<file path="src/logic/mems_pkg.sv">
package mems_pkg;

  // uart bit timing, in clk cycles
  localparam int clks_per_bit = 16;

  // spi clock, half period in clk cycles
  localparam int spi_half = 2;
  localparam int frame_bits = 24;

  // waveform table layout
  localparam int rom_depth = 482;
  localparam int addr_first_ch = 2;
  localparam int addr_last = 481;

  typedef logic [8:0] rom_addr_t;

  // one dac frame as it goes out on the wire, msb first
  typedef struct packed {
    logic [3:0]  cmd;
    logic [3:0]  chan;
    logic [15:0] value;
  } dac_frame_t;

  // dac command codes in the top nibble
  typedef enum logic [3:0] {
    dac_write_upd  = 4'd3,
    dac_ldac_setup = 4'd6,
    dac_soft_reset = 4'd7
  } dac_cmd_e;

  typedef enum logic [1:0] {idle, soft_reset, ldac_setup, stream} seq_state_e;
  typedef enum logic [1:0] {ch_a, ch_b, ch_c, ch_d} chan_e;

  // received byte plus its one-cycle strobe
  typedef struct packed {
    logic [7:0] data;
    logic       valid;
  } uart_byte_t;

  // operator command bytes, ascii h p s
  localparam logic [7:0] cmd_halt_init = 8'h68;
  localparam logic [7:0] cmd_play = 8'h70;
  localparam logic [7:0] cmd_stop = 8'h73;

  // table content for one address, zero past the end
  function automatic dac_frame_t rom_word(input int unsigned a);
    dac_frame_t f;
    int unsigned k;
    int unsigned c;
    int unsigned v;
    f = '0;
    if (a == 0) begin
      f.cmd = dac_soft_reset;
    end else if (a == 1) begin
      f.cmd = dac_ldac_setup;
      f.value = 16'd1;
    end else if (a < rom_depth) begin
      // four channel frames per step, channel offset a quarter of full scale
      k = (a - addr_first_ch) / 4;
      c = (a - addr_first_ch) % 4;
      v = k * 546 + c * 16384;
      f.cmd = dac_write_upd;
      f.chan = c[3:0];
      f.value = v[15:0];
    end
    return f;
  endfunction

endpackage

</file>
<file path="src/logic/spi_master.sv">
`timescale 1ns/10ps

module spi_master
  import mems_pkg::*;
(
  input  logic       clk,
  input  logic       rst,
  input  logic       start,
  input  dac_frame_t word,
  output logic       busy,
  output logic       sclk,
  output logic       mosi,
  output logic       sync_n
);

  typedef enum logic [1:0] {spi_idle, spi_load, spi_shift, spi_gap} spi_state_e;

  spi_state_e state;
  logic [$clog2(spi_half)-1:0] half_cnt;
  logic [$clog2(frame_bits)-1:0] bit_cnt;
  logic [frame_bits-1:0] shreg;
  logic [frame_bits-1:0] word_bits;

  assign word_bits = word;

  always_ff @(posedge clk) begin
    if (rst) begin
      state <= spi_idle;
      busy <= 1'b0;
      sclk <= 1'b0;
      mosi <= 1'b0;
      sync_n <= 1'b1;
      half_cnt <= '0;
      bit_cnt <= '0;
    end else begin
      case (state)
        spi_idle: begin
          if (start) begin
            busy <= 1'b1;
            state <= spi_load;
          end
        end
        spi_load: begin
          // rom word is valid now, frame begins next cycle
          sync_n <= 1'b0;
          mosi <= word_bits[frame_bits-1];
          half_cnt <= '0;
          bit_cnt <= '0;
          state <= spi_shift;
        end
        spi_shift: begin
          half_cnt <= half_cnt + 1'b1;
          if (int'(half_cnt) == spi_half - 1) begin
            half_cnt <= '0;
            sclk <= !sclk;
            // falling edge, move to the next bit
            if (sclk) begin
              if (int'(bit_cnt) == frame_bits - 1) begin
                sync_n <= 1'b1;
                mosi <= 1'b0;
                state <= spi_gap;
              end else begin
                bit_cnt <= bit_cnt + 1'b1;
                mosi <= shreg[frame_bits-2];
              end
            end
          end
        end
        spi_gap: begin
          // inter-frame gap, busy held
          half_cnt <= half_cnt + 1'b1;
          if (int'(half_cnt) == spi_half - 1) begin
            half_cnt <= '0;
            busy <= 1'b0;
            state <= spi_idle;
          end
        end
        default: state <= spi_idle;
      endcase
    end
  end

  // data shift register, msb leaves first
  always_ff @(posedge clk) begin
    if (state == spi_load) begin
      shreg <= word_bits;
    end else if (state == spi_shift && int'(half_cnt) == spi_half - 1 && sclk) begin
      shreg <= {shreg[frame_bits-2:0], 1'b0};
    end
  end

endmodule

</file>
<file path="config.mk">
export PLATFORM = sky130hd
export DESIGN_NAME = spi_master
export DESIGN_NICKNAME = d
export VERILOG_FILES = /design/src/logic/mems_pkg.sv /design/src/logic/spi_master.sv
export SDC_FILE = /design/constraint.sdc
export NUM_CORES = 1
export LEC_CHECK = 0
export BUFFER_PORTS_ARGS = -buffer_cell sky130_fd_sc_hd__buf_2
export CAP_MARGIN = 25
export CORE_MARGIN = 2
export CORE_UTILIZATION = 25
export CTS_CLUSTER_DIAMETER = 60
export DETAILED_ROUTE_END_ITERATION = 10
export PLACE_DENSITY = 0.54
export REMOVE_ABC_BUFFERS = 1
export SLEW_MARGIN = 10
export SYNTH_ARGS = -nofsm -noshare
export SYNTH_HDL_FRONTEND = slang
export SYNTH_SLANG_ARGS = --single-unit
</file>
<file path="constraint.sdc">
create_clock -name clk -period 4.95 [get_ports clk]
set_clock_uncertainty 0.05 [all_clocks]
set_input_delay 0.495 -clock clk [delete_from_list [all_inputs] [get_ports clk]]
set_output_delay 0.495 -clock clk [all_outputs]
set_load 0.01 [all_outputs]
</file>
==> results by stage <==
Final layout:
- The share of layout cells above drive strength 1 is roughly two fifths.
- The final net count is 192.
- The area of the multi-input gates is between 600 and 700 sq um.
- From synthesis to final layout, the design area changed by 19.6%.
- The footprint of the flip-flops and latches is ~930 sq um.
- After filler insertion, the fill cell instance count of the layout stands at 630.
- For this run, the share of the core covered by cells in the final layout is 30.9%.
- The repair_antennas step left the layout with diodes totalling 0.

Timing:
- At the pin with the least slew margin, the transition time is roughly 440 ps.
- The final critical path time including I/O delays and setup is 1970 ps.
- For this run, the top clock speed supported by timing is between 500 and 600 MHz.
- The final number of max-transition violations came to 0.
- The final setup violation count is 0.
- The worst path uses 39.7% of the clock period.
- The worst max-slew margin expressed relative to the limit is 71.0%.
- Setup repair after global routing left no endpoint under its margin.
- The count of final hold-check violations was 0.
- Setup total negative slack on the finished layout was measured at 0 ps.

GRT:
- The initial antenna violation count is 0.
- After global routing the overflow that remains totals 0.
- The overall routing resource usage is 8.27%.
- The wire length of the first global-routing pass is about 4700 um.
- Entering global routing, the biggest net connects 26 pins.
- The number of global-route vias before repair is approximately 990.

Yosys:
- The count of distinct cell types in the synthesized netlist is 27.
- The post-synthesis sequential element count is 35.
- For this run, asynchronously set or reset flops after synthesis account for 0%.
- By count the netlist is led by 23 x sky130_fd_sc_hd__edfxtp_1, 23 x sky130_fd_sc_hd__mux2_2, 12 x sky130_fd_sc_hd__dfxtp_1.
- The top-area cell type share of the netlist area is 42.2%.
- The summed instance area of the synthesized netlist is 1640 sq um.
- Sequential cells were found to cover 56.8% of the synthesized design area.
- After synthesis, the cell types taking the most area are sky130_fd_sc_hd__edfxtp_1 42%, sky130_fd_sc_hd__mux2_2 16%, sky130_fd_sc_hd__dfxtp_1 15%, sky130_fd_sc_hd__ha_1 4.6%, sky130_fd_sc_hd__nand3_1 2.4%.
- The number of synthesized flops with an enable pin is 23.
- The synthesized area per cell is roughly 13 sq um.
- The biggest area contributor in the post-synthesis netlist is sky130_fd_sc_hd__edfxtp_1.
- The number of warnings reported in the yosys synthesis log is 0.
- The gate count of the mapped netlist is between 100 and 150.
- The predominant post-synthesis flop cell is sky130_fd_sc_hd__edfxtp_1.

Setup path:
- Data on the critical path arrives at its endpoint at 1910 ps.
- STA classifies the critical path startpoint as a register.
- Traced cell by cell, the critical path runs through inv_1 -> ha_1 -> nand3_1 -> nand2b_1 -> buf_8.
- The largest individual stage delay along the critical path comes from the cell sky130_fd_sc_hd__nand2b_1.
- The worst setup path is captured at a register.
- The critical path's top delay family is simple AND/OR/NAND/NOR gates.
- The critical path required time is around 5000 ps.
- For this run, the slowest stage of the critical path takes 390 ps.
- The critical path contains buffers and inverters numbering 2 combined.
- By startpoint and endpoint, the worst setup path is classified as reg -> reg.
- Along the worst path, the maximum fanout reaches 16.

Clock tree:
- Once the clock tree was built, the setup fixing pass inserted 0 buffers.
- CTS placed an instance of sky130_fd_sc_hd__clkbuf_8 at the clock tree root.
- The maximum buffer depth of the clock tree is 2.
- Buffers inserted to repair hold after CTS numbered 0.
- The clock latency on the worst-skew pair is around 280 ps.
- Clock-pin slew was measured on the worst setup and hold paths at about 80 ps.
- In this run the number of H-tree levels came out at 2.
- Counting every sink on the clock net gives 35.
- Buffers inserted during clock tree synthesis total 5.
- The post-CTS resize count is 0.
- The CTS tree is yes.

Placed design:
- The placed wire-length estimate after detailed placement is 1960 um.
- The final weighted congestion in routability-driven placement is ~0.77.
- The count of buffers added on input and output ports is 30.

Die:
- For this design the top-level I/O count stands at 31.
- The floorplan step set the die width to 84.9 um.
- The height of the chip is 84.9 um.
- The row count is 29.
- The core outline area is 6350 sq um.
- The floorplan die area is roughly 7000 sq um.
- The initial utilization of the core area, before any placement, comes to 25.8%.

Min path:
- The min-delay analysis places its worst path in the category in -> reg.

Power and ir drop:
- VDD sags by at most 0.270 mV.
- Power spread over the standard cell area amounts to 516 nW/um^2.
- The static power due to leakage is 0.760 nW.

Detailed routing:
- In the final routed layout, each cell accounts on average for 11.8 um.
- The total wirelength of the detailed-routed design is 2810 um.
- In the routed layout, each cell is associated on average with a via count of 4.23.
- The first-pass iteration count of the detailed router is 4.
- For this run, design rule violations remaining after detail routing come to 0.
- The detail route stage leaves a number of antenna-violating nets equal to 0.
- The via count is 1003.
- For this block, the initial DRC count from the detailed router was 34.

Status:
- The run finished with clean final reports.

Flow run:
- The number of max-cap violations is 0.
==> per-stage QoR <==
stage	cells	hold WS, ps	area [sq um]	setup WS, ps	power (W)
after floorplan	120	409	1610	2710	0.000727
after global routing	237	450	1960	2770	0.00108
after detailed placement	229	432	1870	2950	0.000819
after CTS	237	435	1960	2940	0.00103
after global placement	228	432	1860	2680	0.000809
final	237	443	1960	2980	0.00101
==> worst register-to-register path, cell delays in order, from the launching register on <==
cell                       delay [ps]
sky130_fd_sc_hd__dfxtp_1          340
sky130_fd_sc_hd__inv_1            110
sky130_fd_sc_hd__ha_1             330
sky130_fd_sc_hd__nand3_1          220
sky130_fd_sc_hd__nand2b_1         390
sky130_fd_sc_hd__buf_8            230
==> layer usage <==
| layer | share of wire [%] | GRT usage (%) |
|---|---|---|
| met1 | 51 | 11.8 |
| met2 | 41 | 10.9 |
| met3 | 7.7 | 4.09 |
| met4 | 0.29 | 2.45 |
| met5 | 0 | 0 |
==> cell families (layout without fill, tap and decap cells) <==
group,Yosys count,in the layout,share of synthesized area [%]
DFF,35,35,56.8
muxes,25,25,17.0
and+or+nand+nor,34,34,12.4
adders and majority gates,6,6,4.58
buffers and inverters,8,43,2.67
AOI/OAI and AO/OA,14,14,4.89
xor gates and xnor gates,3,3,1.60
==> flip-flops by register name, indices dropped and copies added, names as in the netlist <==
name	flops
bit_cnt	5
busy	1
half_cnt	1
mosi	1
sclk	1
shreg	23
state	2
sync_n	1
==> final timing paths <==
path,to,from,slack (ps),cells past startpoint
worst max-delay path,shreg[8],state[0],2980,5
worst min-delay path,mosi,word[23],440,3
worst max register to register,shreg[8],state[0],2980,5
worst min register to register,sync_n,sync_n,450,2
==> cells in the final DEF (no fill, tap or decap), drive strengths merged, types with 2 or more instances in the layout <==
cell	n
buf	32
mux2i	2
nor2	8
clkbuf	6
edfxtp	23
ha	6
xor2	2
nand2b	7
nand2	6
inv	3
nand3	8
dfxtp	12
mux2	23
o21ai	4
a21oi	7
==> final cells by class <==
cell class / count / area share [%]
flip-flops and latches: 35 / 47.5
clock buffers: 6 / 3.70
inverters: 3 / 0.575
repair buffers: 32 / 8.81
clock inverters: 2 / 0.639
multi-input cells: 82 / 33.8
well taps: 77 / 4.92
==> power breakdown <==
group	switching (W)	internal [W]
Combinational	0.000159	0.000169
Clock	0.000107	0.0000984
Sequential	0.0000332	0.000444
(Power assumes the default switching activity.)
