`src/logic/mems_pkg.sv`:
```
package mems_pkg;

  // uart bit timing, in clk cycles
  localparam int clks_per_bit = 16;

  // spi clock, half period in clk cycles
  localparam int spi_half = 2;
  localparam int frame_bits = 24;

  // waveform table layout
  localparam int rom_depth = 482;
  localparam int addr_first_ch = 2;
  localparam int addr_last = 481;

  typedef logic [8:0] rom_addr_t;

  // one dac frame as it goes out on the wire, msb first
  typedef struct packed {
    logic [3:0]  cmd;
    logic [3:0]  chan;
    logic [15:0] value;
  } dac_frame_t;

  // dac command codes in the top nibble
  typedef enum logic [3:0] {
    dac_write_upd  = 4'd3,
    dac_ldac_setup = 4'd6,
    dac_soft_reset = 4'd7
  } dac_cmd_e;

  typedef enum logic [1:0] {idle, soft_reset, ldac_setup, stream} seq_state_e;
  typedef enum logic [1:0] {ch_a, ch_b, ch_c, ch_d} chan_e;

  // received byte plus its one-cycle strobe
  typedef struct packed {
    logic [7:0] data;
    logic       valid;
  } uart_byte_t;

  // operator command bytes, ascii h p s
  localparam logic [7:0] cmd_halt_init = 8'h68;
  localparam logic [7:0] cmd_play = 8'h70;
  localparam logic [7:0] cmd_stop = 8'h73;

  // table content for one address, zero past the end
  function automatic dac_frame_t rom_word(input int unsigned a);
    dac_frame_t f;
    int unsigned k;
    int unsigned c;
    int unsigned v;
    f = '0;
    if (a == 0) begin
      f.cmd = dac_soft_reset;
    end else if (a == 1) begin
      f.cmd = dac_ldac_setup;
      f.value = 16'd1;
    end else if (a < rom_depth) begin
      // four channel frames per step, channel offset a quarter of full scale
      k = (a - addr_first_ch) / 4;
      c = (a - addr_first_ch) % 4;
      v = k * 546 + c * 16384;
      f.cmd = dac_write_upd;
      f.chan = c[3:0];
      f.value = v[15:0];
    end
    return f;
  endfunction

endpackage

```
`src/logic/uart_rx.sv`:
```
`timescale 1ns/10ps

module uart_rx
  import mems_pkg::*;
(
  input  logic       clk,
  input  logic       rst,
  input  logic       rxd,
  output uart_byte_t rx_byte
);

  typedef enum logic [1:0] {rx_idle, rx_start, rx_data, rx_stop} rx_state_e;

  rx_state_e state;
  logic rxd_meta;
  logic rxd_sync;
  logic [$clog2(clks_per_bit)-1:0] cnt;
  logic [2:0] bit_idx;
  logic [7:0] shreg;
  logic [7:0] data_q;
  logic valid_q;

  // two-flop synchronizer, line idles high
  always_ff @(posedge clk) begin
    if (rst) begin
      rxd_meta <= 1'b1;
      rxd_sync <= 1'b1;
    end else begin
      rxd_meta <= rxd;
      rxd_sync <= rxd_meta;
    end
  end

  always_ff @(posedge clk) begin
    if (rst) begin
      state <= rx_idle;
      cnt <= '0;
      bit_idx <= '0;
      valid_q <= 1'b0;
    end else begin
      valid_q <= 1'b0;
      case (state)
        rx_idle: begin
          cnt <= '0;
          bit_idx <= '0;
          // falling edge marks a start bit
          if (!rxd_sync) begin
            state <= rx_start;
          end
        end
        rx_start: begin
          cnt <= cnt + 1'b1;
          // half a bit in, recheck so a glitch is not taken as a start
          if (int'(cnt) == clks_per_bit / 2 - 1) begin
            cnt <= '0;
            state <= rxd_sync ? rx_idle : rx_data;
          end
        end
        rx_data: begin
          cnt <= cnt + 1'b1;
          if (int'(cnt) == clks_per_bit - 1) begin
            cnt <= '0;
            bit_idx <= bit_idx + 1'b1;
            if (bit_idx == 3'd7) begin
              state <= rx_stop;
            end
          end
        end
        rx_stop: begin
          cnt <= cnt + 1'b1;
          if (int'(cnt) == clks_per_bit - 1) begin
            // framing error drops the byte
            valid_q <= rxd_sync;
            state <= rx_idle;
          end
        end
        default: state <= rx_idle;
      endcase
    end
  end

  // lsb first, shift in at each mid-bit sample
  always_ff @(posedge clk) begin
    if (state == rx_data && int'(cnt) == clks_per_bit - 1) begin
      shreg <= {rxd_sync, shreg[7:1]};
    end
    if (state == rx_stop && int'(cnt) == clks_per_bit - 1) begin
      data_q <= shreg;
    end
  end

  assign rx_byte = '{data: data_q, valid: valid_q};

endmodule

```
`config.mk`:
```
export PLATFORM = sky130hd
export DESIGN_NAME = uart_rx
export DESIGN_NICKNAME = d
export VERILOG_FILES = /design/src/logic/mems_pkg.sv /design/src/logic/uart_rx.sv
export SDC_FILE = /design/constraint.sdc
export NUM_CORES = 1
export LEC_CHECK = 0
export ABC_AREA = 1
export BUFFER_PORTS_ARGS = -buffer_cell sky130_fd_sc_hd__buf_2
export CORE_ASPECT_RATIO = 1.25
export CORE_MARGIN = 1
export CORE_UTILIZATION = 40
export DETAILED_ROUTE_END_ITERATION = 16
export HOLD_SLACK_MARGIN = 0.12
export PLACE_DENSITY_LB_ADDON = 0.05
export SYNTH_ARGS = -nofsm -noshare
export SYNTH_HDL_FRONTEND = slang
export SYNTH_SLANG_ARGS = --single-unit
```
`constraint.sdc`:
```
create_clock -name clk -period 3.1 [get_ports clk]
set_input_delay 0.465 -clock clk [delete_from_list [all_inputs] [get_ports clk]]
set_output_delay 0.465 -clock clk [all_outputs]
set_load 0.02 [all_outputs]
```
==> results_dict.tcl, run 1 <==
set metrics [dict create \
    status "finished, final reports clean" \
    wirelength_um 1420 \
    synth_edf_count 16 \
    synth_area_leader_cell "edfxtp_1" \
    wl_per_cell_um 10.5 \
    crit_arrival_ns 1.68 \
    rows 20 \
    peakVddDrop_mv 0.275 \
    cts_tree "built" \
    fmax_ghz 0.583 \
    postRouteAntennaNets 0 \
    crit_path_end_kind "flop" \
    postCtsSetupBuffers 0 \
    setup_tns_ns 0 \
    relSlewSlack 0.476 \
    die_area_um2 2800 \
    synth_common_cells "edfxtp_1, nand2_1, nor2_1" \
    root_buffer "clkbuf_4" \
    worstPathRequired_ns 3.07 \
    grt_pass1_wl_um 2410 \
    powerDensity_nw_per_um2 571 \
    grt_pass1_vias 567 \
    startpoint_type "flop" \
    synth_seq_area_share 0.696 \
    r2r_end "shreg[2]$_DFFE_PP_" \
    skew_ns 0.00171 \
    vias 619 \
    total_power_uw 670 \
    clkLatencyLatePin_ns 0.31 \
    area_delta_synth_final_pct 13.3 \
    die_w_um 47.5 \
    cts.sinks 28 \
    portBuffers 11 \
    synth_cell_types 21 \
    tightest_slew_ns 0.782 \
    syn_avg_cell_area_um2 11.5 \
    ys_ff_latch 28 \
    ff2ff_path_depth 3 \
    yosysTopAreaCellShare 0.464 \
    setup_viol 0 \
    gp_congestion 0.760 \
    hold_end "rxd_meta$_SDFF_PP1_" \
    cts_buffers 3 \
    gr-total-overflow 0 \
    drc 0 \
    report.final.slew_viol_count 0 \
    yosysMostFrequentCell "edfxtp_1" \
    first_iter_violations 17 \
    synth_warnings 0 \
    ctsHoldBuffers 0 \
    hold_path_startpoint "rxd" \
    synth-async-reset-ratio 0 \
    reg2reg_slack_ns 1.39 \
    hpwl_um 1020 \
    synth_area_leaders "edfxtp_1, dfxtp_1, nand2_1" \
    drt-vias-per-instance 4.55 \
    clk_path_buf_depth 2 \
    synth.net_count 96 \
    insertedDiodeCount 0 \
    synth_ff_type "edfxtp_1" \
    synthCells 90 \
    core_um2 2450 \
    holdCritPathClass "primary input to flop" \
    io_pins 12 \
    n_fill_cell 244 \
    maxCapViolations 0 \
    die_y_um 58.9 \
    track_usage 0.124 \
    antenna_found_initial 0 \
    layout-drive-gt1-share 0.233 \
    cp_max_fo 11 \
    grt_start_max_net_pins 17 \
    cts_resized 0 \
    syn_area_um2 1030 \
    crit_type "flop to flop" \
    fin_crit_sh 0.553 \
    drt_pre_antenna_iters 4 \
    initial_core_util 0.422 \
    rsz0062_at_grt "no" \
    path_clk_slew_ns 0.15 \
    hold_depth 2 \
    min_period_ns 1.71 \
    nNetsFinal 110 \
    leakage_nw 0.453 \
    hold_viol 0 \
    r2r_start "cnt[0]$_SDFF_PP0_" \
    htreeDepth 1 \
]
-- state kept, by name (all words and copies together), names as in the netlist, named ones only --
name	count
valid_q	1
bit_idx	3
data_q	8
state	1
rxd_sync	1
shreg	8
rxd_meta	1
cnt	4
-- cell type report --
| class | instances | area [um^2] | area share |
|---|---|---|---|
| Sequential cell | 28 | 721 | 0.615 |
| Multi-Input combinational cell | 51 | 269 | 0.229 |
| Timing Repair Buffer | 11 | 55.1 | 0.0470 |
| Tap cell | 33 | 41.3 | 0.0352 |
| Inverter | 9 | 33.8 | 0.0288 |
| Clock inverter | 1 | 30.0 | 0.0256 |
| Clock buffer | 3 | 22.5 | 0.0192 |
-- power by group --
part           internal, mW  switching, mW  leakage [nW]
sequential            0.393        0.00664         0.241
clock                 0.131          0.103        0.0279
combinational        0.0129         0.0237         0.184
-- layout by cell type (no fill, tap or decap), drive strengths merged --
| cell type | instances |
|---|---|
| o21ai | 2 |
| xor2 | 1 |
| xnor2 | 1 |
| edfxtp | 16 |
| clkbuf | 3 |
| a21oi | 3 |
| nor2 | 13 |
| ha | 3 |
| nand3 | 6 |
| nand2 | 16 |
| inv | 9 |
| dfxtp | 12 |
| buf | 11 |
| nor3 | 3 |
| bufinv | 1 |
| or2 | 2 |
| a31oi | 1 |
-- worst max-delay path by stage --
stage,from,endpoint,slack (ns),cells after the start
2_1_floorplan,cnt[0]$_SDFF_PP0_,shreg[0]$_DFFE_PP_,1.62,3
3_3_place_gp,cnt[0]$_SDFF_PP0_,shreg[6]$_DFFE_PP_,1.45,3
3_5_place_dp,cnt[0]$_SDFF_PP0_,shreg[3]$_DFFE_PP_,1.37,3
4_1_cts,cnt[0]$_SDFF_PP0_,shreg[3]$_DFFE_PP_,1.35,3
5_1_grt,cnt[0]$_SDFF_PP0_,bit_idx[1]$_SDFFE_PP0P_,1.19,5
6_report,cnt[0]$_SDFF_PP0_,shreg[2]$_DFFE_PP_,1.39,3
-- layer usage --
layer	GRT usage	share of wire	vias up
li1	-	-	322
met2	0.192	0.48	11
met3	0.0276	0.039	2
met4	0.0612	0.013	0
met1	0.159	0.47	284
met5	0	0	-
-- per-stage QoR --
stage / hold slack (ns) / utilization / std cells / worst slack [ns] / cell area (um^2)
global placement: 0.399 / 0.457 / 132 / 1.45 / 1120
finish: 0.318 / 0.478 / 136 / 1.39 / 1170
floorplan: 0.389 / - / 90 / 1.62 / 1030
detailed placement: 0.394 / 0.457 / 132 / 1.37 / 1120
CTS: 0.311 / 0.478 / 136 / 1.35 / 1170
global route: 0.295 / 0.478 / 136 / 1.19 / 1170
-- logic make-up (layout without fill, tap and decap cells) --
logic type,after synthesis,after routing,share of synthesized area
flops,28,28,0.696
buf+inv,11,24,0.0435
compound gates,6,6,0.0339
fa+ha+maj,3,3,0.0363
simple gates,40,40,0.173
xor+xnor,2,2,0.0169
-- critical path, cell delays in order (launching register included) --
cell and delay, ns:
dfxtp_1 0.38, ha_1 0.24, nand3_2 0.13, nor3_2 0.61
Note: power is estimated with default switching activity, not from simulation.
==> run 2: changes to the inputs <==
ABC_AREA = 0   (was 1)
clock period = 1.7 ns   (was 3.1 ns; I/O delays follow)
==> results_dict.tcl, run 2 <==
set metrics [dict create \
    p_int_uw 960 \
    core_um2 2430 \
    synthSimpleGateAreaFrac 0.162 \
    track_usage 0.124 \
    area_delta_synth_final_pct 15.2 \
    yosysTopAreaCellShare 0.473 \
    startpoint_type "flop" \
    worstPathRequired_ns 1.95 \
    p_seq_frac 0.621 \
    hpwl_um 1010 \
    cts_tree "built" \
    holdCritPathClass "primary input to flop" \
    crit_type "flop to flop" \
    synthMuxAreaShare 0 \
    synth_cell_types 29 \
    cp_max_fo 6 \
    fmax_ghz 0.683 \
    min_period_ns 1.46 \
    synth_xor_area_frac 0.00863 \
    postRouteAntennaNets 0 \
    p_comb_frac 0.018 \
    syn_area_um2 1010 \
    synth_edf_count 16 \
    synth_seq_area_share 0.710 \
    r2r_start "cnt[0]$_SDFF_PP0_" \
    final_cell_mix "edfxtp_1, dfxtp_1, buf_2" \
    hold_viol 0 \
    switching_share 0.169 \
    drt-vias-per-instance 4.92 \
    relSlewSlack 0.728 \
    crit_start "cnt[0]$_SDFF_PP0_" \
    synth_top_family_by_area "simple AND/OR/NAND/NOR gates" \
    die_w_um 47.1 \
    clk_path_buf_depth 2 \
    synth-async-reset-ratio 0 \
    grt_pass1_vias 523 \
    total_power_mw 1.16 \
    report.final.slew_viol_count 0 \
    skew_ns 0.00998 \
    first_iter_violations 6 \
    die_y_um 58.3 \
    initial_core_util 0.418 \
    wl_per_cell_um 11.8 \
    setup_viol 0 \
    leakage_nw 0.428 \
    insertedDiodeCount 0 \
    rsz0062_at_grt "no" \
    grt_start_max_net_pins 17 \
    drt_pre_antenna_iters 3 \
    ys_ff_latch 28 \
    tightest_slew_ns 0.408 \
    yosysMostFrequentCell "edfxtp_1" \
    synthCells 73 \
    hold_path_startpoint "rst" \
    clock_power_share 0.361 \
    die_area_um2 2740 \
    clkLatencyLatePin_ns 0.32 \
    io_pins 12 \
    root_buffer "clkbuf_4" \
    crit_path_end_kind "flop" \
    synth.net_count 79 \
    final_common_cell "edfxtp_1" \
    rows 20 \
    setup_tns_ns 0 \
    crit_arrival_ns 1.71 \
    status "finished, final reports clean" \
    synth_ff_type "edfxtp_1" \
    syn_avg_cell_area_um2 13.9 \
    cts.sinks 28 \
    htreeDepth 1 \
    layout-drive-gt1-share 0.253 \
    wirelength_um 1420 \
    synth_fa_ha_area_frac 0.0370 \
    antenna_found_initial 0 \
    synth_area_leader_cell "edfxtp_1" \
    gp_congestion 0.714 \
    cts_resized 0 \
    maxCapViolations 0 \
    peakVddDrop_mv 0.587 \
    vias 590 \
    power.switching_uw 195 \
    fin_crit_sh 0.861 \
    portBuffers 11 \
    synth_compound_area_frac 0.0555 \
    path_clk_slew_ns 0.14 \
    synth_warnings 0 \
    powerDensity_nw_per_um2 989 \
    cts_buffers 3 \
    synth_common_cells "edfxtp_1, dfxtp_1, nor2_1" \
    synth_area_leaders "edfxtp_1, dfxtp_1, ha_1" \
    nNetsFinal 94 \
    gr-total-overflow 0 \
    grt_pass1_wl_um 2340 \
    reg_top3 "data_q (8), shreg (8), cnt (4)" \
    drc 0 \
]
==> run 2: repair_timing <==
| action | in CTS | in global routing |
|---|---|---|
| endpoints found under the hold margin | 1 | 0 |
| hold buffers | 1 | 0 |
| buffers inserted | 0 | 0 |
==> run 2: worst max-delay path, stage by stage (launching register included) <==
cell	delay [ns]
dfxtp_1	0.38
ha_1	0.26
nand4_2	0.18
or4b_1	0.49
o21ai_0	0.08
==> run 2: path summary, 6_finish.rpt <==
kind / to / slack [ns] / cells after the start
setup / recovery: bit_idx[1]$_SDFFE_PP0P_ / 0.24 / 4
hold reg to reg: rxd_sync$_SDFF_PP1_ / 0.43 / 1
hold / removal: flop / 0.24 / 2
setup reg to reg: bit_idx[1]$_SDFFE_PP0P_ / 0.24 / 4
==> run 2: layout make-up <==
type	instances	area [um^2]
clock inverters	1	30.0
multi-input cells	39	267
well taps	33	41.3
repair buffers	14	80.1
fillers	225	1260
flip-flops and latches	28	721
inverters	2	7.51
clock buffers	3	22.5
==> run 2: cells by family after synthesis <==
family	Yosys count
buffers and inverters	6
DFF	28
AOI/OAI and AO/OA	9
xor gates and xnor gates	1
adders and majority gates	3
and+or+nand+nor	26
==> run 2: per-layer routing <==
layer	vias up	global-route usage	share of wire
met5	-	0	0
met4	0	0.0857	0.014
met3	2	0.0276	0.022
met2	8	0.181	0.49
met1	280	0.159	0.48
li1	300	-	-
==> run 2: power groups by stage <==
stage | sequential (mW) | combinational [mW] | clock [mW]
finish | 0.717 | 0.0212 | 0.417
global route | 0.718 | 0.0232 | 0.461
CTS | 0.717 | 0.0212 | 0.435
detailed placement | 0.732 | 0.0195 | 0
global placement | 0.732 | 0.0196 | 0
floorplan | 0.729 | 0.0163 | 0
==> run 2: stage by stage <==
step                cell area [um^2]  hold WS [ns]  utilization  std cells  worst slack (ns)
floorplan                       1010         0.359            -         73             0.206
global placement                1110         0.393        0.456        115             0.278
detailed placement              1110         0.400        0.456        115             0.274
CTS                             1170         0.215        0.481        120             0.237
global route                    1170         0.224        0.481        120             0.112
finish                          1170         0.236        0.481        120             0.236
==> run 3: changes to the inputs <==
CELL_PAD_IN_SITES_DETAIL_PLACEMENT = 2   (was not set)
CELL_PAD_IN_SITES_GLOBAL_PLACEMENT = 2   (was not set)
CORE_UTILIZATION = 38   (was 40)
HOLD_SLACK_MARGIN = not set   (was 0.12)
==> results_dict.tcl, run 3 (synthesis gave the netlist of run 2 again) <==
set metrics [dict create \
    fin_crit_sh 0.890 \
    leakage_nw 0.416 \
    track_usage 0.168 \
    reg_top3 "data_q (8), shreg (8), cnt (4)" \
    setup_tns_ns 0 \
    wl_per_cell_um 16.3 \
    fin_util 0.460 \
    rows 20 \
    root_buffer "clkbuf_4" \
    grt_pass1_wl_um 3220 \
    relSlewSlack 0.718 \
    final.setup.worst_slack_ns 0.186 \
    postRouteAntennaNets 0 \
    power.switching_uw 196 \
    wirelength_um 1950 \
    total_power_mw 1.01 \
    drt-vias-per-instance 5.18 \
    io_pins 12 \
    drc 0 \
    hold_depth 2 \
    setup_viol 0 \
    first_iter_violations 6 \
    p_int_uw 813 \
    die_w_um 48.2 \
    holdCritPathClass "primary input to flop" \
    p_seq_frac 0.712 \
    min_period_ns 1.51 \
    clk_path_buf_depth 2 \
    portBuffers 11 \
    peakVddDrop_mv 0.511 \
    p_comb_frac 0.020 \
    report.final.slew_viol_count 0 \
    cts_buffers 3 \
    die_y_um 59.8 \
    insertedDiodeCount 0 \
    initial_core_util 0.410 \
    drt_pre_antenna_iters 3 \
    crit_type "flop to flop" \
    worstPathRequired_ns 1.95 \
    skew_ns 0.00848 \
    cts_resized 0 \
    ctsHoldBuffers 0 \
    post-place-ws_ns 0.217 \
    rsz0062_at_grt "no" \
    cp_max_fo 6 \
    gr-total-overflow 0 \
    vias 621 \
    hpwl_um 1480 \
    final_common_cell "edfxtp_1" \
    crit_arrival_ns 1.76 \
    grt_start_max_net_pins 16 \
    crit_path_end_kind "flop" \
    status "finished, final reports clean" \
    clock_power_share 0.268 \
    powerDensity_nw_per_um2 885 \
    antenna_found_initial 0 \
    maxCapViolations 0 \
    ff2ff_path_depth 4 \
    worst_hold_slack_ns 0.110 \
    final_cell_mix "edfxtp_1, dfxtp_1, buf_2" \
    hold_viol 0 \
    core_um2 2480 \
    tightest_slew_ns 0.423 \
    gp_congestion 0.742 \
    startpoint_type "flop" \
    cts_tree "built" \
    fmax_ghz 0.661 \
    path_clk_slew_ns 0.13 \
    layout-drive-gt1-share 0.253 \
    cts.sinks 28 \
    grt_pass1_vias 665 \
    clkLatencyLatePin_ns 0.32 \
    htreeDepth 1 \
    area_delta_synth_final_pct 12.3 \
    nNetsFinal 94 \
    die_area_um2 2880 \
    switching_share 0.194 \
    postCtsSetupBuffers 0 \
]
-- run 3: through the flow --
step | cell area, um^2 | cells
detailed placement | 1110 | 116
CTS | 1140 | 120
global route | 1140 | 120
finish | 1140 | 120
global placement | 1110 | 116
floorplan | 1010 | 73
-- run 3: cell type report --
class / count / area [um^2]
multi-input combinational: 39 / 267
sequential: 28 / 721
timing repair buffer: 14 / 77.6
tap: 33 / 41.3
clock buffer: 4 / 26.3
inverter: 2 / 7.51
fill: 258 / 1340
-- run 3: worst paths after layout --
path                                    startpoint  slack [ns]                       to
worst max-delay path             cnt[0]$_SDFF_PP0_        0.19  bit_idx[1]$_SDFFE_PP0P_
worst min-delay path                           rxd        0.11      rxd_meta$_SDFF_PP1_
worst max register to register   cnt[0]$_SDFF_PP0_        0.19  bit_idx[1]$_SDFFE_PP0P_
worst min register to register  shreg[0]$_DFFE_PP_        0.44      data_q[0]$_DFFE_PN_
-- run 3: power by group through the flow --
stage               Combinational (mW)  Sequential (mW)  Clock, mW
finish                          0.0203            0.718      0.270
global route                    0.0236            0.720      0.311
CTS                             0.0208            0.718      0.280
floorplan                       0.0163            0.729          0
global placement                0.0198            0.733          0
detailed placement              0.0210            0.733          0
-- run 3: critical path, stage by stage (launching register included) --
cell     delay (ns)
dfxtp_1        0.38
ha_1           0.28
nand4_2        0.21
or4b_1         0.50
o21ai_0        0.09
-- run 3: metal layers --
metal / share of wire / vias to the layer above / track usage
met2: 0.55 / 12 / 0.286
li1: - / 297 / -
met1: 0.41 / 308 / 0.194
met5: 0 / - / 0
met3: 0.024 / 4 / 0.0272
met4: 0.018 / 0 / 0.0833
